**config.mk**
```make
export PLATFORM = sky130hd
export DESIGN_NAME = fpu_i2f_top
export DESIGN_NICKNAME = d
export VERILOG_FILES = /design/src/common/fpu_pkg.sv /design/src/common/shift_if.sv /design/src/logic/fpu_i2f_top.sv /design/src/i2f/i2f_ctrl.sv /design/src/i2f/norm_shifter.sv /design/src/logic/round_unit.sv
export SDC_FILE = /design/constraint.sdc
export NUM_CORES = 1
export LEC_CHECK = 0
export BUFFER_PORTS_ARGS = -buffer_cell sky130_fd_sc_hd__buf_2
export CAP_MARGIN = 40
export CORE_ASPECT_RATIO = 0.75
export CORE_MARGIN = 2
export CORE_UTILIZATION = 47
export CTS_BUF_LIST = sky130_fd_sc_hd__clkbuf_4
export DETAILED_ROUTE_END_ITERATION = 8
export GPL_TIMING_DRIVEN = 0
export PLACE_DENSITY_LB_ADDON = 0.15
export SYNTH_ARGS = -nofsm -noshare
export SYNTH_HDL_FRONTEND = slang
export SYNTH_SLANG_ARGS = --single-unit
```
**constraint.sdc**
```tcl
create_clock -name clk_i -period 2.55 [get_ports clk_i]
set_input_delay 0.3825 -clock clk_i [delete_from_list [all_inputs] [get_ports clk_i]]
set_output_delay 0.3825 -clock clk_i [all_outputs]
set_load 0.01 [all_outputs]
```
**src/common/fpu_pkg.sv**
```systemverilog
// fpu_pkg
// shared field types, rounding mode codes and controller states for the
// integer-to-float converter
package fpu_pkg;

    // -------------------------------------------------------------------------
    // ieee single fields
    // -------------------------------------------------------------------------
    typedef logic [31:0] word_t;   // complete single word
    typedef logic [7:0]  exp_t;    // biased exponent
    typedef logic [22:0] man_t;    // stored mantissa, hidden one excluded
    typedef logic [2:0]  rmode_t;  // rounding mode code

    // carry + hidden one + mantissa, as produced by the rounder
    typedef logic [24:0] rnd_t;

    // exponent of 1.0
    localparam exp_t EXP_BIAS = 8'd127;

    // -------------------------------------------------------------------------
    // rounding modes, other codes truncate
    // -------------------------------------------------------------------------
    localparam rmode_t RM_RNE = 3'b000;  // nearest, ties to even
    localparam rmode_t RM_RTZ = 3'b001;  // toward zero
    localparam rmode_t RM_RDN = 3'b010;  // toward -inf
    localparam rmode_t RM_RUP = 3'b011;  // toward +inf
    localparam rmode_t RM_RMM = 3'b100;  // nearest, ties away from zero

    // -------------------------------------------------------------------------
    // conversion controller states
    // -------------------------------------------------------------------------
    typedef enum logic [2:0] {
        IDLE,        // wait for req
        LOAD,        // integer into shift register
        CHECK_ZERO,  // zero bypass, first shift
        NORMALIZE,   // shift until hidden one at binary point
        ROUND,       // reload from rounder
        FINALIZE,    // assemble result word
        WAIT_REL     // hold ack until req drops
    } i2f_state_t;

endpackage
```
**src/common/shift_if.sv**
```systemverilog
// shift_if
// command and status lines between the conversion controller and the
// normalization shift register
interface shift_if #(
    parameter int INT_WIDTH = 32
);

    // controller to shifter
    logic                 load;       // integer into upper part, rest cleared
    logic                 load_rnd;   // take rounder output
    logic                 shift;      // one step right, sticky or-in
    logic [INT_WIDTH-1:0] int_val;    // integer operand

    // shifter to controller
    logic                 norm_done;  // upper part equals one
    logic                 is_zero;    // upper part all zero

    modport ctrl (
        output load,
        output load_rnd,
        output shift,
        output int_val,
        input  norm_done,
        input  is_zero
    );

    modport shifter (
        input  load,
        input  load_rnd,
        input  shift,
        input  int_val,
        output norm_done,
        output is_zero
    );

endinterface

```
**src/logic/fpu_i2f_top.sv**
```systemverilog
// fpu_i2f_top
// integer-to-single-precision converter with a four-phase req/ack
// handshake. joins controller, normalization shifter and rounder
module fpu_i2f_top #(
    parameter int INT_WIDTH = 32
) (
    input  logic                 clk_i,      // rising edge
    input  logic                 rstn_i,     // async, active low
    input  logic                 req_i,      // start request
    input  logic                 sign_i,     // operand sign
    input  logic [INT_WIDTH-1:0] int_i,      // operand magnitude
    input  fpu_pkg::rmode_t      rmode_i,    // rounding mode
    output logic                 ack_o,      // result valid
    output fpu_pkg::word_t       result_o,   // single word
    output logic                 inexact_o   // rounded result
);

    logic            sign_w;    // captured sign
    fpu_pkg::rmode_t rmode_w;   // captured mode
    logic            hidden_w;
    fpu_pkg::man_t   man_w;
    logic            g_w;
    logic            r_w;
    logic            s_w;
    logic            rnd_en_w;
    fpu_pkg::rnd_t   rnd_w;     // rounded mantissa back to shifter

    shift_if #(.INT_WIDTH(INT_WIDTH)) u_shf ();

    i2f_ctrl #(.INT_WIDTH(INT_WIDTH)) u_i2f_ctrl (
        .clk_i     (clk_i),
        .rstn_i    (rstn_i),
        .req_i     (req_i),
        .sign_i    (sign_i),
        .int_i     (int_i),
        .rmode_i   (rmode_i),
        .shf       (u_shf.ctrl),
        .rnd_en_i  (rnd_en_w),
        .hidden_i  (hidden_w),
        .man_i     (man_w),
        .ack_o     (ack_o),
        .result_o  (result_o),
        .inexact_o (inexact_o),
        .sign_o    (sign_w),
        .rmode_o   (rmode_w)
    );

    norm_shifter #(.INT_WIDTH(INT_WIDTH)) u_norm_shifter (
        .clk_i    (clk_i),
        .rstn_i   (rstn_i),
        .shf      (u_shf.shifter),
        .rnd_i    (rnd_w),
        .hidden_o (hidden_w),
        .man_o    (man_w),
        .g_o      (g_w),
        .r_o      (r_w),
        .s_o      (s_w)
    );

    round_unit u_round_unit (
        .sign_i   (sign_w),
        .rmode_i  (rmode_w),
        .hidden_i (hidden_w),
        .man_i    (man_w),
        .g_i      (g_w),
        .r_i      (r_w),
        .s_i      (s_w),
        .rnd_en_o (rnd_en_w),
        .rnd_o    (rnd_w)
    );

endmodule

```
**src/i2f/i2f_ctrl.sv**
```systemverilog
// i2f_ctrl
// conversion engine for the integer-to-float unit. runs the req/ack
// handshake, steps the shifter through normalize / round / renormalize,
// counts the exponent and builds the result word and inexact flag
module i2f_ctrl #(
    parameter int INT_WIDTH = 32
) (
    input  logic                 clk_i,      // rising edge
    input  logic                 rstn_i,     // async, active low
    input  logic                 req_i,      // four-phase request
    input  logic                 sign_i,     // operand sign
    input  logic [INT_WIDTH-1:0] int_i,      // operand magnitude
    input  fpu_pkg::rmode_t      rmode_i,    // rounding mode
    shift_if.ctrl                shf,        // shift register control
    input  logic                 rnd_en_i,   // rounder increments
    input  logic                 hidden_i,   // shifter hidden bit
    input  fpu_pkg::man_t        man_i,      // shifter mantissa
    output logic                 ack_o,      // four-phase acknowledge
    output fpu_pkg::word_t       result_o,   // single word
    output logic                 inexact_o,  // result was rounded
    output logic                 sign_o,     // captured sign to rounder
    output fpu_pkg::rmode_t      rmode_o     // captured mode to rounder
);

    fpu_pkg::i2f_state_t state_q;
    logic                sign_q;
    fpu_pkg::rmode_t     rmode_q;
    fpu_pkg::exp_t       exp_q;      // exponent counter
    logic                inexact_q;
    logic                pass2_q;    // second normalization pass
    logic                ack_q;
    fpu_pkg::word_t      result_q;
    logic                rnd_carry;  // increment ripples past hidden one

    // carry only when 1.111...1 gets incremented
    assign rnd_carry = rnd_en_i & hidden_i & (&man_i);

    // -------------------------------------------------------------------------
    // shifter commands
    // -------------------------------------------------------------------------
    assign shf.int_val  = int_i;
    assign shf.load     = (state_q == fpu_pkg::LOAD);
    assign shf.load_rnd = (state_q == fpu_pkg::ROUND);

    // first shift already issued during the zero check
    assign shf.shift = ((state_q == fpu_pkg::CHECK_ZERO) && !shf.is_zero && !shf.norm_done)
                     || ((state_q == fpu_pkg::NORMALIZE) && !shf.norm_done);

    // -------------------------------------------------------------------------
    // control engine
    // -------------------------------------------------------------------------
    always_ff @(posedge clk_i or negedge rstn_i) begin
        if (!rstn_i) begin
            state_q   <= fpu_pkg::IDLE;
            sign_q    <= 1'b0;
            rmode_q   <= fpu_pkg::RM_RNE;
            exp_q     <= '0;
            inexact_q <= 1'b0;
            pass2_q   <= 1'b0;
            ack_q     <= 1'b0;
            result_q  <= '0;
        end else begin
            // every right shift doubles the scale
            if (shf.shift) begin
                exp_q <= exp_q + fpu_pkg::exp_t'(1);
            end

            case (state_q)
                fpu_pkg::IDLE: begin
                    ack_q <= 1'b0;                       // close previous handshake
                    if (req_i && !ack_q) begin
                        sign_q    <= sign_i;
                        rmode_q   <= rmode_i;
                        exp_q     <= fpu_pkg::EXP_BIAS;  // value 1.0 before shifting
                        inexact_q <= 1'b0;
                        pass2_q   <= 1'b0;
                        state_q   <= fpu_pkg::LOAD;
                    end
                end

                fpu_pkg::LOAD: begin
                    state_q <= fpu_pkg::CHECK_ZERO;      // shifter loads on this edge
                end

                fpu_pkg::CHECK_ZERO: begin
                    if (shf.is_zero) begin
                        state_q <= fpu_pkg::FINALIZE;    // nothing to normalize
                    end else if (shf.norm_done) begin
                        state_q <= fpu_pkg::ROUND;       // operand was 1
                    end else begin
                        state_q <= fpu_pkg::NORMALIZE;
                    end
                end

                fpu_pkg::NORMALIZE: begin
                    if (shf.norm_done) begin
                        state_q <= pass2_q ? fpu_pkg::FINALIZE : fpu_pkg::ROUND;
                    end else if (pass2_q) begin
                        state_q <= fpu_pkg::FINALIZE;    // carry needs a single shift
                    end
                end

                fpu_pkg::ROUND: begin
                    inexact_q <= inexact_q | rnd_en_i;   // sticky
                    if (rnd_carry) begin
                        pass2_q <= 1'b1;
                        state_q <= fpu_pkg::NORMALIZE;
                    end else begin
                        state_q <= fpu_pkg::FINALIZE;
                    end
                end

                fpu_pkg::FINALIZE: begin
                    if (shf.is_zero) begin
                        result_q <= '0;                  // zero is always +0
                    end else begin
                        result_q <= {sign_q, exp_q, man_i};
                    end
                    ack_q   <= 1'b1;
                    state_q <= fpu_pkg::WAIT_REL;
                end

                fpu_pkg::WAIT_REL: begin
                    if (!req_i) begin
                        state_q <= fpu_pkg::IDLE;        // ack drops on the next edge
                    end
                end

                default: begin
                    state_q <= fpu_pkg::IDLE;
                end
            endcase
        end
    end

    assign ack_o     = ack_q;
    assign result_o  = result_q;
    assign inexact_o = inexact_q;
    assign sign_o    = sign_q;
    assign rmode_o   = rmode_q;

    // -------------------------------------------------------------------------
    // checks
    // -------------------------------------------------------------------------
    a_load_shift_excl: assert property (@(posedge clk_i) disable iff (!rstn_i)
        !(shf.load && shf.shift));

    // ack held for as long as the caller keeps req up
    a_ack_hold: assert property (@(posedge clk_i) disable iff (!rstn_i)
        ack_q && req_i |=> ack_q);

endmodule

```
**src/i2f/norm_shifter.sv**
```systemverilog
// norm_shifter
// normalization shift register. integer part above the binary point,
// mantissa below it, then guard, round and sticky. shifts right one bit
// per cycle and reports normalized / zero
module norm_shifter #(
    parameter int INT_WIDTH = 32
) (
    input  logic           clk_i,     // rising edge
    input  logic           rstn_i,    // async, active low
    shift_if.shifter       shf,       // commands from controller
    input  fpu_pkg::rnd_t  rnd_i,     // rounder output for reload
    output logic           hidden_o,  // bit left of binary point
    output fpu_pkg::man_t  man_o,     // fraction bits
    output logic           g_o,       // guard
    output logic           r_o,       // round
    output logic           s_o        // sticky
);

    logic [INT_WIDTH-1:0] upper_q;  // integer part
    fpu_pkg::man_t        lower_q;  // fraction part
    logic                 g_q;
    logic                 r_q;
    logic                 s_q;

    // -------------------------------------------------------------------------
    // shift register
    // -------------------------------------------------------------------------
    always_ff @(posedge clk_i or negedge rstn_i) begin
        if (!rstn_i) begin
            upper_q <= '0;
            lower_q <= '0;
            g_q     <= 1'b0;
            r_q     <= 1'b0;
            s_q     <= 1'b0;
        end else if (shf.load) begin
            upper_q <= shf.int_val;                    // binary point right of bit 0
            lower_q <= '0;
            g_q     <= 1'b0;
            r_q     <= 1'b0;
            s_q     <= 1'b0;
        end else if (shf.load_rnd) begin
            upper_q <= INT_WIDTH'(rnd_i[24:23]);       // carry + hidden one
            lower_q <= rnd_i[22:0];
            g_q     <= 1'b0;                           // extension consumed
            r_q     <= 1'b0;
            s_q     <= 1'b0;
        end else if (shf.shift) begin
            upper_q <= {1'b0, upper_q[INT_WIDTH-1:1]};
            lower_q <= {upper_q[0], lower_q[22:1]};    // integer lsb into fraction
            g_q     <= lower_q[0];
            r_q     <= g_q;
            s_q     <= s_q | r_q;                      // keep any lost one
        end
    end

    // -------------------------------------------------------------------------
    // status, combinational
    // -------------------------------------------------------------------------
    assign shf.norm_done = (upper_q == INT_WIDTH'(1));  // hidden one in place
    assign shf.is_zero   = (upper_q == '0);

    assign hidden_o = upper_q[0];
    assign man_o    = lower_q;
    assign g_o      = g_q;
    assign r_o      = r_q;
    assign s_o      = s_q;

    // controller must stop once the hidden one has arrived
    a_no_overshift: assert property (@(posedge clk_i) disable iff (!rstn_i)
        shf.shift |-> !shf.norm_done);

endmodule

```
**src/logic/round_unit.sv**
```systemverilog
// round_unit
// rounding decision from mode, sign and guard/round/sticky, followed by
// the mantissa incrementer. purely combinational
module round_unit (
    input  logic            sign_i,    // result sign
    input  fpu_pkg::rmode_t rmode_i,   // rounding mode
    input  logic            hidden_i,  // hidden one
    input  fpu_pkg::man_t   man_i,     // mantissa before rounding
    input  logic            g_i,       // guard
    input  logic            r_i,       // round
    input  logic            s_i,       // sticky
    output logic            rnd_en_o,  // increment applies
    output fpu_pkg::rnd_t   rnd_o      // carry, hidden one, mantissa
);

    logic any_lost;  // some nonzero bit below the lsb

    assign any_lost = g_i | r_i | s_i;

    // -------------------------------------------------------------------------
    // mode decode
    // -------------------------------------------------------------------------
    always_comb begin
        case (rmode_i)
            fpu_pkg::RM_RNE: begin
                // above half, or exact half with odd lsb
                rnd_en_o = g_i & (r_i | s_i | man_i[0]);
            end
            fpu_pkg::RM_RMM: begin
                rnd_en_o = g_i;              // half or more rounds away
            end
            fpu_pkg::RM_RUP: begin
                rnd_en_o = !sign_i & any_lost;  // positive moves up in magnitude
            end
            fpu_pkg::RM_RDN: begin
                rnd_en_o = sign_i & any_lost;   // negative moves up in magnitude
            end
            default: begin
                rnd_en_o = 1'b0;             // rtz and undefined codes truncate
            end
        endcase
    end

    // -------------------------------------------------------------------------
    // incrementer
    // -------------------------------------------------------------------------
    assign rnd_o = {1'b0, hidden_i, man_i} + fpu_pkg::rnd_t'(rnd_en_o);

endmodule

```
Yosys cells after proc, flatten, opt, wreduce, memory -nomap -nowiden
Cells that the tools add are included.
{ "word_totals": {"output_inout_bits": 34, "ff_bits": 108, "wordCells": 93} }
{ "classes": {"reduce_logical": 20, "bitwise": 10, "muxes": 34, "n_eq_ne": 14, "addsub": 2} }
{ "op_table": {"columns": ["op", "n"], "rows": [
  ["$mux W32", 4],
  ["$mux W23", 3],
  ["$eq A32 B1 Y1 const B", 1],
  ["$logic_not A32 Y1", 1],
  ["$add A24 B1 Y25", 1],
  ["$mux W8", 3],
  ["$reduce_and A23 Y1", 1],
  ["$mux W3", 7],
  ["$pmux W3 S7", 1],
  ["$eq A3 B2 Y1 const B", 4],
  ["$eq A3 B3 Y1 const B", 4],
  ["$mux W1", 12],
  ["$add A8 B1 Y8 const B", 1],
  ["$logic_not A3 Y1", 2],
  ["$pmux W1 S2", 3],
  ["$reduce_and A3 Y1", 2],
  ["$and A1 B1 Y1", 5],
  ["$or A1 B1 Y1", 5],
  ["$logic_and A1 B1 Y1", 4],
  ["$logic_not A1 Y1", 4],
  ["$ne A2 B2 Y1 const B", 2],
  ["$pmux W1 S4", 1],
  ["$reduce_and A2 Y1", 2],
  ["$reduce_bool A2 Y1", 2],
  ["other kinds (5)", 5]
]} }

Longest topological paths before layout
Gate-level depths: netlist of the first run.
{ "logic_depth": {"ltp_word": 8, "mapped_depth": 11, "depth_no_buf": 11} }

By module
From an unflattened synthesis of the first run, not the netlist that was laid out.
{ "unflattened": {"hier_cells": 610, "area_unflattened_um2": 6062.1} }
{ "modules_own_cells": {"columns": ["mod", "cells_per_inst", "area_per_inst_um2", "seq_area_each_um2", "n_inst"], "rows": [
  ["norm_shifter", 264, 2956.6, 1451.4, 1],
  ["i2f_ctrl", 277, 2601.2, 1251.2, 1],
  ["round_unit", 69, 504.2, 0.0, 1]
]} }

Worst setup path after synthesis of the first run
No wires, ideal clock.
{ "synth_timing": {"path_kind": "reg2reg", "from": "register u_i2f_ctrl.sign_q (netlist: u_i2f_ctrl.sign_o)", "to": "register u_norm_shifter.lower_q[18] (netlist: u_norm_shifter.man_o[18])", "slack_ns": 0.076, "required_time_ns": 2.424, "path_stages_with_launch": 12, "synth_period_minus_slack_ns": 2.474, "arrival_ns": 2.348, "cell_sequence": "dfrtp_1 > xnor2_1 > nor3b_1 > o32ai_1 > inv_1 > ha_1 > ha_1 > nand3_1 > nor3_1 > nand4_1 > mux2i_1 > a221o_1"} }
{ "synth_between": {"elab_chain_cells": 6} }
{ "synth_lines": {"columns": ["item", "line_no", "rtl"], "rows": [
  ["start: declaration", "i2f_ctrl.sv:26", "logic sign_q;"],
  ["start signal: assignment", "i2f_ctrl.sv:72", "sign_q <= sign_i;"],
  ["$logic_not A1 Y1", "round_unit.sv:33", "rnd_en_o = !sign_i & any_lost;"],
  ["$and A1 B1 Y1", "round_unit.sv:33", null],
  ["$pmux W1 S4 (*)", "round_unit.sv:24", "case (rmode_i)"],
  ["$add A24 B1 Y25 (*)", "round_unit.sv:47", "assign rnd_o = {1'b0, hidden_i, man_i} + fpu_pkg::rnd_t'(rnd_en_o);"],
  ["$mux W23 (*)", "norm_shifter.sv:41", "end else if (shf.load_rnd) begin"],
  ["$mux W23 (*)", "norm_shifter.sv:35", "end else if (shf.load) begin"],
  ["end signal: assignment", "norm_shifter.sv:43", "lower_q <= rnd_i[22:0];"],
  ["end signal: assignment", "norm_shifter.sv:49", "lower_q <= {upper_q[0], lower_q[22:1]};"],
  ["end: declaration", "norm_shifter.sv:20", "fpu_pkg::man_t lower_q;"]
]} }
Mark *: on every way between the ends. The rest lies on a longest branch, timed or not.
A chain may end at the register's enable or synchronous reset.

Worst setup path in the final report of the first run
{ "layout_timing": {"from": "register u_i2f_ctrl.rmode_q[0] (netlist: u_i2f_ctrl.rmode_o[0])", "to": "register u_norm_shifter.lower_q[15] (netlist: u_norm_shifter.man_o[15])"} }
{ "layout_between": {"elab_chain_cells": 5} }
{ "layout_lines": {"columns": ["item", "line_no", "rtl"], "rows": [
  ["start: declaration", "i2f_ctrl.sv:27", "fpu_pkg::rmode_t rmode_q;"],
  ["start signal: assignment", "i2f_ctrl.sv:56", "rmode_q <= fpu_pkg::RM_RNE;"],
  ["start signal: assignment", "i2f_ctrl.sv:73", "rmode_q <= rmode_i;"],
  ["$eq A3 B2 Y1 (tied with other cells)", "round_unit.sv:24", null],
  ["$pmux W1 S4 (*)", "round_unit.sv:24", null],
  ["$add A24 B1 Y25 (*)", "round_unit.sv:47", null],
  ["$mux W23 (*)", "norm_shifter.sv:41", null],
  ["$mux W23 (*)", "norm_shifter.sv:35", null]
]} }
Marked as above.

==> flow_metrics.py, run 1 <==
metrics = {
    "power": {
        "p_seq_share_pct": 41.5,
        "peakVddDrop_v": 0.0004847,
        "pwr-share-clk_pct": 11.2,
        "total_power_mw": 7.767,
        "swShare_pct": 43.07,
        "netSwitchingPower_mw": 3.345,
        "p_per_area_nw_per_um2": 1279,
        "pwr-share-comb_pct": 47.3,
        "p_int_mw": 4.422,
        "cellLeakagePower_nw": 2.855,
    },
    "synth": {
        "synth_ff_type": "dfrtp_1",
        "ys_ff_latch": 108,
        "syn_nets": 552,
        "synth-xor-area-share_pct": 0.6796,
        "ys_types": 47,
        "synthArstFlopShare_pct": 100.0,
        "synth_seq_area_share_pct": 52.43,
        "synthMuxAreaShare_pct": 0.9709,
        "synth_compound_area_share_pct": 26.38,
        "synth_top_family_by_area": "compound AO/OA/AOI/OAI gates",
        "ys_warn_count": 0,
        "synthCells": 510,
        "synth-adder-area-share_pct": 0.7282,
        "synth-simple-area-share_pct": 14.81,
        "syn_area_per_cell_um2": 10.11,
        "synth_edf_count": 0,
        "syn-cell-area_um2": 5155,
    },
    "global_routing": {
        "met3_usage_pct": 5.439,
        "grt_pass1_vias": 4344,
        "met1_usage_pct": 36.66,
        "grt_usage_pct": 24.88,
        "antenna_found_initial": 0,
        "grtUsageMet2_pct": 37.11,
        "grt_overflow_total": 0,
        "grt_max_degree": 61,
        "grt_pass1_wl_mm": 23.16,
        "grt-busiest-layer": "met2",
    },
    "route": {
        "first_pass_iters": 5,
        "ant_nets": 0,
        "wl_mm": 14.13,
        "viasPerCell": 6.165,
        "drtIter0Drc": 429,
        "num_vias": 4636,
        "post_drt_wl_per_cell_um": 18.79,
        "route.detailed.drc": 0,
    },
    "placement": {
        "dpl.cell_count": 724,
        "place.gp.congestion": 0.9172,
        "io_buffers": 72,
        "dp_hpwl_mm": 9.765,
    },
    "worst_setup_path": {
        "critical_path_peak_fanout": 4,
        "path_delay_family": "simple AND/OR/NAND/NOR gates",
        "worstSetupPathType": "reg -> reg",
        "worst-path-buf-inv": 1,
        "critPathCaptureType": "register",
        "cp_cell_sequence": "xnor2_2 -> nor3b_2 -> o32ai_2 -> inv_1 -> ha_4 -> nand4_1 -> or4_4 -> o21ai_0 -> o21ai_0 -> a221o_1",
        "required_ns": 2.92,
        "arrival_ns": 2.87,
        "worstSetupStartpointType": "register",
        "path_common_cell": "o21ai_0",
        "slowest_stage": "or4_4",
        "slowest_delay_ns": 0.50,
    },
    "final_layout": {
        "drive_above_1_share_pct": 22.22,
        "multiInputGateArea_um2": 2361,
        "fillCellCount": 950,
        "final_nets": 649,
        "final_core_util_pct": 56.15,
        "area.sequential_um2": 2705,
        "synthToLayoutAreaGrowth_pct": 17.84,
        "num_antenna_cells": 0,
        "stdcell_count": 752,
    },
    "floorplan": {
        "die_w_um": 124.9,
        "die_area_um2": 11830,
        "core_area_um2": 10820,
        "die_height_um": 94.70,
        "row_count": 33,
        "pin_count": 73,
        "start_util_pct": 47.65,
    },
    "clocking": {
        "clkSinkCount": 108,
        "cts_made_buffers": 9,
        "htree_levels": 3,
        "cts_root_buf": "clkbuf_4",
        "clock_latency_ns": 0.49,
        "cts_tree": "built",
        "cts_buffer_depth": 2,
        "cts.reportedPaths.clkPinSlew_ns": 0.15,
    },
    "sta": {
        "relSlewSlack_pct": 47.51,
        "rsz0062_at_grt": "yes",
        "clock_skew_ns": 0.02210,
        "hold_violations": 0,
        "finalSetupViolations": 0,
        "finalCritPeriodShare_pct": 97.92,
        "worst_pin_slew_ns": 0.7845,
        "timing.fmax_mhz": 400.5,
        "layout_min_cycle_time_ns": 2.497,
        "slew_viol_final": 0,
        "fin_hold_ws_ns": 0.08476,
    },
    "run_status": {
        "outcome": "finished, final reports clean",
    },
    "min_path": {
        "min_path_type": "in -> reg",
    },
    "run": {
        "max-cap-violations": 0,
    },
}
==> through the flow <==
stage | area [um2] | worst slack, ns | TNS [ns]
final | 6075 | 0.05305 | 0
after global routing | 6075 | -0.1157 | -0.4163
after CTS | 5974 | 0.02127 | 0
after detailed placement | 5725 | -0.5206 | -4.454
after global placement | 5690 | -0.4957 | -17.77
after floorplan | 5155 | 0.07580 | 0
==> cells by family after synthesis <==
kind of cell | count (synthesis)
AO/OA/AOI/OAI | 188
AND/OR/NAND/NOR | 153
buffers and inverters | 49
XOR/XNOR | 4
adder cells (fa/ha/maj) | 3
flip-flops | 108
multiplexers | 5
==> final timing paths <==
kind,startpoint,end,slack [ns],cells after the start
setup / recovery,u_i2f_ctrl.rmode_o[0],u_norm_shifter.man_o[15],0.05,10
hold / removal,rmode_i[1],u_i2f_ctrl.rmode_o[1],0.08,3
setup reg to reg,u_i2f_ctrl.rmode_o[0],u_norm_shifter.man_o[15],0.05,10
hold reg to reg,u_i2f_ctrl.exp_q[4],u_i2f_ctrl.exp_q[4],0.51,1
max in group asynchronous,rstn_i,u_norm_shifter.upper_q[4],1.33,3
min in group asynchronous,rstn_i,u_i2f_ctrl.state_q[1],0.50,2
==> worst register-to-register path: stages, from the launching register on <==
cell and delay, ns:
dfrtp_1 0.45, xnor2_2 0.15, nor3b_2 0.17, o32ai_2 0.10
inv_1 0.11, ha_4 0.15, nand4_1 0.21, or4_4 0.50
o21ai_0 0.15, o21ai_0 0.11, a221o_1 0.30
==> synth_stat cells, types with 2 or more instances <==
library cell,instances,area [um2]
dfrtp_1,108,2703
a22o_1,53,464.2
nand2_1,47,176.4
o21ai_0,28,140.1
clkbuf_1,27,101.4
a21oi_1,24,120.1
nor2_1,23,86.33
a21o_1,20,150.1
o22ai_1,20,125.1
nand3_1,18,90.09
a221o_1,14,140.1
nor3_1,14,70.07
nor4_1,13,81.33
buf_2,11,55.05
nand4_1,10,62.56
inv_1,9,33.78
a31oi_1,7,43.79
and3_1,5,31.28
mux2i_1,5,50.05
or3_1,5,31.28
nor2b_1,4,25.02
a211oi_1,3,22.52
ha_1,3,37.54
nor3b_1,3,22.52
o21ai_1,3,15.01
or4_1,3,22.52
xnor2_1,3,26.28
a32oi_1,2,17.52
and4_1,2,17.52
nand2b_1,2,12.51
o211ai_1,2,15.01
o31a_1,2,17.52
o32ai_1,2,17.52
or2_2,2,12.51
==> power groups by stage <==
stage               Clock [mW]  Sequential (mW)  Combinational (mW)
global route             0.966             3.35                4.03
CTS                      0.900             3.21                3.59
global placement             0             3.22                3.43
detailed placement           0             3.25                3.52
floorplan                    0             3.17                2.39
finish                   0.871             3.22                3.67
==> cells in the final DEF, fill, tap and decap left out, drive strengths merged, types with 4 or more instances in the layout <==
cell	Yosys	routed
a22o	53	53
inv	9	9
nand2	47	47
a221o	14	14
and3	5	5
nor3	14	14
nor4	13	13
a21oi	24	24
mux2i	5	5
clkinv	0	4
nor2b	4	4
nor2	23	23
clkbuf	28	40
dfrtp	108	108
o22ai	20	20
or3	5	5
o21ai	32	32
buf	12	96
a31oi	7	7
a21o	20	20
nand4	11	11
nand3	18	18
==> timing repair <==
action | 4_1_cts | 5_1_grt
pin swaps | 3 | 7
endpoints found under the setup margin | 16 | 80
hold buffers | 1 | 0
buffers inserted | 4 | 7
resized for setup | 13 | 15
hold endpoints to repair | 31 | 0
==> per-layer routing <==
metal / wire, um / vias to the layer above
li1: - / 2140
met1: 6737 / 2291
met2: 6196 / 183
met3: 933 / 22
met4: 261 / 0
met5: 0 / -
==> layout make-up <==
cell class | count | area share [%]
flip-flops and latches | 108 | 44.53
clock buffers | 11 | 1.359
repair buffers | 86 | 8.033
plain buffers | 40 | 2.904
inverters | 9 | 0.5561
multi-input cells | 353 | 38.87
well taps | 140 | 2.884
clock inverters | 5 | 0.8651
==> registers in the layout, indices dropped and copies added (netlist names), 3 cells and up <==
| name | count |
|---|---|
| u_i2f_ctrl.result_o | 32 |
| u_i2f_ctrl.rmode_o | 3 |
| u_i2f_ctrl.exp_q | 8 |
| u_norm_shifter.upper_q | 32 |
| u_i2f_ctrl.state_q | 3 |
| u_norm_shifter.man_o | 23 |
Note: power is estimated with default switching activity, not from simulation.
==> inputs of run 2 (changes only) <==
--- a/config.mk
+++ b/config.mk
@@ -16,4 +16,5 @@
 export PLACE_DENSITY_LB_ADDON = 0.15
 export SYNTH_ARGS = -nofsm -noshare
 export SYNTH_HDL_FRONTEND = slang
+export SYNTH_HIERARCHICAL = 1
 export SYNTH_SLANG_ARGS = --single-unit
==> run 2 against run 1 <==
Via count down 5.5%. Clock power up 12%. Synthesized cell count up 20%. Cell count up 13%. Synthesized area up 18%. First-iteration DRC count down 64%. Combinational power down 22%. Register-to-register slack better by 0.05 ns. Non-clock buffer count down 4. Hold slack better by 0.024 ns.
==> flow_metrics.py, run 2 <==
metrics = {
    "synth": {
        "synthCells": 610,
        "synth-adder-area-share_pct": 0.6192,
        "syn_area_per_cell_um2": 9.938,
        "synth-simple-area-share_pct": 20.17,
        "synth_top_area_cell": "dfrtp_1",
        "synth_compound_area_share_pct": 7.534,
        "syn-cell-area_um2": 6062,
        "synthArstFlopShare_pct": 100.0,
        "synthTopCellsByArea": "dfrtp_1 45%, mux2i_1 9.4%, nand2_1 6.0%, buf_4 4.3%, o21ai_0 3.8%",
        "synthMuxAreaShare_pct": 14.43,
        "synth_ff_type": "dfrtp_1",
        "synth-xor-area-share_pct": 4.190,
        "synth_edf_count": 0,
        "ys_ff_latch": 108,
        "synth_top_cell_area_share_pct": 44.58,
        "yosys-top-cells-count": "108 x dfrtp_1, 97 x nand2_1, 57 x mux2i_1",
        "ys_warn_count": 6,
        "yosysMostFrequentCell": "dfrtp_1",
        "syn_nets": 652,
        "synth_seq_area_share_pct": 44.58,
        "synth_top_family_by_area": "simple AND/OR/NAND/NOR gates",
        "ys_types": 53,
    },
    "route": {
        "post_drt_wl_per_cell_um": 14.99,
        "route.detailed.drc": 0,
        "wl_mm": 12.71,
        "first_pass_iters": 4,
        "viasPerCell": 5.165,
        "drtIter0Drc": 156,
        "num_vias": 4380,
        "ant_nets": 0,
    },
    "floorplan": {
        "core_area_um2": 12440,
        "start_util_pct": 48.74,
        "die_w_um": 135.1,
        "pin_count": 73,
        "die_area_um2": 13830,
        "row_count": 35,
        "die_height_um": 102.4,
    },
    "clocking": {
        "cts_tree": "built",
        "cts.reportedPaths.clkPinSlew_ns": 0.16,
        "cts_made_buffers": 9,
        "cts_buffer_depth": 2,
        "clkSinkCount": 108,
        "htree_levels": 3,
        "cts_root_buf": "clkbuf_4",
        "clock_latency_ns": 0.46,
    },
    "sta": {
        "finalSetupViolations": 0,
        "clock_skew_ns": 0.01725,
        "relSlewSlack_pct": 56.05,
        "timing.fmax_mhz": 408.4,
        "layout_min_cycle_time_ns": 2.449,
        "hold_violations": 0,
        "slew_viol_final": 0,
        "finalCritPeriodShare_pct": 96.02,
        "rsz0062_at_grt": "yes",
        "worst_pin_slew_ns": 0.6592,
    },
    "final_layout": {
        "synthToLayoutAreaGrowth_pct": 13.09,
        "final_core_util_pct": 55.12,
        "layout_commonest_cell": "dfrtp_1",
        "drive_above_1_share_pct": 25.37,
        "layout_common_cells": "106 x dfrtp_1, 97 x nand2_1, 57 x mux2i_1, 51 x buf_4",
        "final_nets": 719,
        "fillCellCount": 1152,
        "num_antenna_cells": 0,
    },
    "worst_setup_path": {
        "cp_cell_sequence": "nor4_4 -> nand4_1 -> buf_4 -> nor3_4 -> buf_4 -> and2b_4 -> nor3_4 -> buf_12 -> mux2_4 -> mux2i_1 -> nor2_1",
        "regToRegSetupSlack_ns": 0.10,
        "slowest_delay_ns": 0.44,
        "critPathCaptureType": "register",
        "path_delay_family": "simple AND/OR/NAND/NOR gates",
        "worstSetupStartpointType": "register",
        "worst-path-buf-inv": 3,
        "slowest_stage": "dfrtp_1",
        "arrival_ns": 2.78,
        "worstSetupPathType": "reg -> reg",
        "required_ns": 2.88,
        "critical_path_peak_fanout": 10,
    },
    "run": {
        "max-cap-violations": 0,
    },
    "power": {
        "peakVddDrop_v": 0.0004190,
        "p_per_area_nw_per_um2": 986.2,
        "total_power_mw": 6.761,
        "cellLeakagePower_nw": 3.199,
    },
    "global_routing": {
        "antenna_found_initial": 0,
        "grt_pass1_wl_mm": 21.33,
        "grt_usage_pct": 19.42,
        "grt_overflow_total": 0,
        "grt_pass1_vias": 4224,
        "grt_max_degree": 62,
    },
    "run_status": {
        "outcome": "finished, final reports clean",
    },
    "min_path": {
        "min_path_type": "in -> reg",
    },
    "placement": {
        "io_buffers": 40,
        "dp_hpwl_mm": 9.164,
        "place.gp.congestion": 0.7905,
    },
}
## run 2: final timing paths
| path | cells after the start | start | to |
|---|---|---|---|
| worst max-delay path | 11 | u_norm_shifter/upper_q[15] | u_norm_shifter/man_o[20] |
| worst min-delay path | 3 | rmode_i[0] | u_i2f_ctrl/rmode_o[0] |
| worst max register to register | 11 | u_norm_shifter/upper_q[15] | u_norm_shifter/man_o[20] |
| worst min register to register | 2 | u_i2f_ctrl/result_o[23] | u_i2f_ctrl/result_o[23] |
| max in group asynchronous | 3 | rstn_i | u_i2f_ctrl/result_o[7] |
| min in group asynchronous | 2 | rstn_i | u_norm_shifter/upper_q[20] |
## run 2: cell families after synthesis
| family | Yosys count |
|---|---|
| simple gates | 233 |
| flops | 108 |
| compound gates | 83 |
| mux | 82 |
| buf+inv | 72 |
| xor+xnor | 29 |
| fa+ha+maj | 3 |
## run 2: per-stage QoR
stage               instances  hold WS [ns]  worst slack (ns)  instance area (um2)  setup TNS, ns
finish                    848        0.1086            0.1015                 6855              0
global route              848       0.07097          -0.05401                 6855        -0.1838
CTS                       841       0.07563          -0.01384                 6766       -0.01386
detailed placement        818        0.4548           -0.5318                 6505         -24.81
global placement          816        0.4574           -0.8914                 6470         -68.33
floorplan                 610       0.08691            0.1153                 6062              0
## run 2: metal layers
layer | share of wire (%) | vias up | track usage [%]
met5 | 0 | - | 0
met4 | 0.40 | 0 | 3.285
met3 | 3.8 | 5 | 3.919
met2 | 45 | 76 | 30.38
met1 | 51 | 2097 | 28.56
li1 | - | 2202 | -
## run 2: power breakdown
| group | switching [mW] | internal, mW | leakage [nW] |
|---|---|---|---|
| registers | 0.610 | 2.30 | 1.40 |
| logic | 1.43 | 1.44 | 1.71 |
| clock network | 0.568 | 0.410 | 0.0807 |
## run 2: final cells by class
class                           count  area (um2)  share of cell area [%]
Buffer                             65       488.0                   7.118
Clock buffer                       10       75.07                   1.095
Clock inverter                      6       87.58                   1.278
Inverter                            6       22.52                  0.3285
Multi-Input combinational cell    430        2917                   42.54
Sequential cell                   108        2705                   39.46
Tap cell                          166       207.7                   3.030
Timing Repair Buffer               57       352.8                   5.147
## run 2: repair_timing
item	CTS	global route
hold buffers	1	0
setup buffers	6	7
setup endpoints to repair	59	55
pin swaps	5	6
resized for setup	9	11
gates cloned	0	1
hold endpoints to repair	47	0
## run 2: worst reg2reg max path: cells and delay by family, from the launching register on
family | cells | cell delay (ns)
and+or+nand+nor | 6 | 0.96
DFF | 1 | 0.44
buffers and inverters | 3 | 0.49
muxes | 2 | 0.42
==> inputs of run 3 (changes only) <==
--- a/config.mk
+++ b/config.mk
@@ -12,7 +12,6 @@
 export CORE_UTILIZATION = 47
 export CTS_BUF_LIST = sky130_fd_sc_hd__clkbuf_4
 export DETAILED_ROUTE_END_ITERATION = 8
-export GPL_TIMING_DRIVEN = 0
 export PLACE_DENSITY_LB_ADDON = 0.15
 export SYNTH_ARGS = -nofsm -noshare
 export SYNTH_HDL_FRONTEND = slang
==> run 3 against run 2 <==
Combinational power shrank 5%. Fmax grew 0.50%. Critical path type unchanged. Non-clock buffer count down 23. Setup slack better by 0.012 ns. First-iteration DRC count up 46%. Hold slack got worse by 0.0075 ns. Sequential share of layout area is 1.7 points higher. Cell count is 2.7% lower. Global-route usage fell by 0.43 points. Via count is 2.4% lower. Wire length down 2.9%.
==> flow_metrics.py, run 3 (same netlist as run 2, synthesis figures left out) <==
metrics = {
    "sta": {
        "timing.fmax_mhz": 410.5,
        "worst_pin_slew_ns": 0.5312,
        "relSlewSlack_pct": 64.59,
        "finalCritPeriodShare_pct": 95.54,
        "fin_hold_ws_ns": 0.1011,
        "finalSetupViolations": 0,
        "hold_violations": 0,
        "clock_skew_ns": 0.01858,
        "layout_min_cycle_time_ns": 2.436,
        "slew_viol_final": 0,
    },
    "final_layout": {
        "synthToLayoutAreaGrowth_pct": 8.442,
        "fin_area_um2": 6574,
        "fillCellCount": 1178,
        "num_antenna_cells": 0,
        "drive_above_1_share_pct": 24.43,
        "final_nets": 696,
        "layout_commonest_cell": "dfrtp_1",
        "layout_common_cells": "108 x dfrtp_1, 97 x nand2_1, 71 x buf_2, 57 x mux2i_1, 46 x o21ai_0",
    },
    "placement": {
        "place.gp.congestion": 0.8046,
        "dp_hpwl_mm": 8.724,
        "io_buffers": 72,
        "placed_area_um2": 6372,
    },
    "route": {
        "post_drt_wl_per_cell_um": 14.96,
        "viasPerCell": 5.182,
        "wl_mm": 12.35,
        "drtIter0Drc": 228,
        "num_vias": 4275,
        "first_pass_iters": 4,
        "ant_nets": 0,
        "route.detailed.drc": 0,
    },
    "power": {
        "cellLeakagePower_nw": 3.080,
        "p_per_area_nw_per_um2": 974.3,
        "peakVddDrop_v": 0.0003839,
    },
    "clocking": {
        "clock_latency_ns": 0.47,
        "cts_root_buf": "clkbuf_4",
        "cts_buffer_depth": 2,
        "clkSinkCount": 108,
        "cts.reportedPaths.clkPinSlew_ns": 0.17,
        "cts_tree": "built",
        "htree_levels": 3,
        "cts_made_buffers": 9,
    },
    "worst_setup_path": {
        "slowest_stage": "dfrtp_1",
        "slowest_delay_ns": 0.45,
        "arrival_ns": 2.82,
        "worstSetupPathType": "reg -> reg",
        "required_ns": 2.93,
        "worstSetupStartpointType": "register",
        "critPathCaptureType": "register",
        "cp_cell_sequence": "xnor2_1 -> nor3b_2 -> o32a_1 -> ha_1 -> nand3_4 -> nor4_4 -> buf_4 -> nand4_1 -> xnor2_1 -> mux2i_1 -> nor2_1",
        "path_common_cell": "xnor2_1",
        "critical_path_peak_fanout": 6,
    },
    "run_status": {
        "outcome": "finished, final reports clean",
    },
    "global_routing": {
        "grt_pass1_wl_mm": 20.63,
        "grt_pass1_vias": 4112,
        "antenna_found_initial": 0,
        "grt_usage_pct": 18.98,
        "grt_overflow_total": 0,
        "grt_max_degree": 65,
    },
    "floorplan": {
        "die_area_um2": 13830,
        "row_count": 35,
        "die_height_um": 102.4,
        "die_w_um": 135.1,
        "pin_count": 73,
        "start_util_pct": 48.74,
        "core_area_um2": 12440,
    },
    "run": {
        "max-cap-violations": 0,
    },
    "min_path": {
        "min_path_type": "in -> reg",
    },
}
## run 3: cell types whose count changed in the layout (fill, tap and decap cells not counted), sizes merged
cell	change
buf	-12
clkbuf	-12
bufinv	-2
clkinv	+2
inv	+2
clkinvlp	-1
## run 3: path summary, 6_finish.rpt
check / start / to / slack (ns) / depth (start not counted)
max: u_i2f_ctrl/rmode_o[0] / u_norm_shifter/man_o[20] / 0.11 / 11
min: rmode_i[1] / u_i2f_ctrl/rmode_o[1] / 0.10 / 3
max reg2reg: u_i2f_ctrl/rmode_o[0] / u_norm_shifter/man_o[20] / 0.11 / 11
min reg2reg: u_i2f_ctrl/result_o[23] / u_i2f_ctrl/result_o[23] / 0.49 / 2
max in group asynchronous: rstn_i / u_norm_shifter/upper_q[7] / 1.42 / 3
min in group asynchronous: rstn_i / u_norm_shifter/upper_q[20] / 0.41 / 2
## run 3: layout make-up
cell class,count,area [um2],share of cell area [%]
well taps,166,207.7,3.159
clock inverters,7,58.81,0.8946
flip-flops and latches,108,2703,41.11
repair buffers,99,605.6,9.212
inverters,6,22.52,0.3426
multi-input cells,430,2909,44.25
clock buffers,9,67.56,1.028
## run 3: through the flow
| stage | setup TNS [ns] | cells | worst slack (ns) | util (%) | power (mW) |
|---|---|---|---|---|---|
| 3_3_place_gp | -0.02086 | 805 | -0.01698 | 51.24 | 5.516 |
| 3_5_place_dp | -1.448 | 805 | -0.08532 | 51.24 | 5.610 |
| 4_1_cts | 0 | 824 | 0.00001865 | 52.52 | 6.457 |
| 5_1_grt | -0.06308 | 825 | -0.03377 | 52.86 | 6.944 |
| 2_1_floorplan | 0 | 610 | 0.1153 | - | 4.935 |
| 6_report | 0 | 825 | 0.1137 | 52.86 | 6.405 |
## run 3: timing repair
action | in CTS | in global routing
hold endpoints to repair | 37 | 0
gates resized for setup | 2 | 6
pin swaps | 1 | 2
setup buffers | 2 | 1
hold buffers | 1 | 0
setup endpoints to repair | 47 | 11
## run 3: power breakdown
group	total, mW	leakage [nW]	internal (mW)	switching [mW]
registers	2.88	1.41	2.30	0.576
clock network	0.813	0.0688	0.217	0.596
logic	2.72	1.60	1.31	1.40
total	6.40	3.08	3.83	2.57
## run 3: per-layer routing
layer | up-vias | part of all wire, % | global-route usage [%]
met4 | 0 | 0.69 | 5.208
met5 | - | 0 | 0
li1 | 2159 | - | -
met1 | 2017 | 51 | 28.23
met2 | 93 | 44 | 27.96
met3 | 6 | 4.4 | 4.315
## run 3: critical path, delay by kind of cell, from the launching register on
kind | cells | cell delay (ns)
adders and majority gates | 1 | 0.26
buffers and inverters | 1 | 0.18
DFF | 1 | 0.45
and+or+nand+nor | 5 | 0.74
xor gates and xnor gates | 2 | 0.32
muxes | 1 | 0.15
AOI/OAI and AO/OA | 1 | 0.25
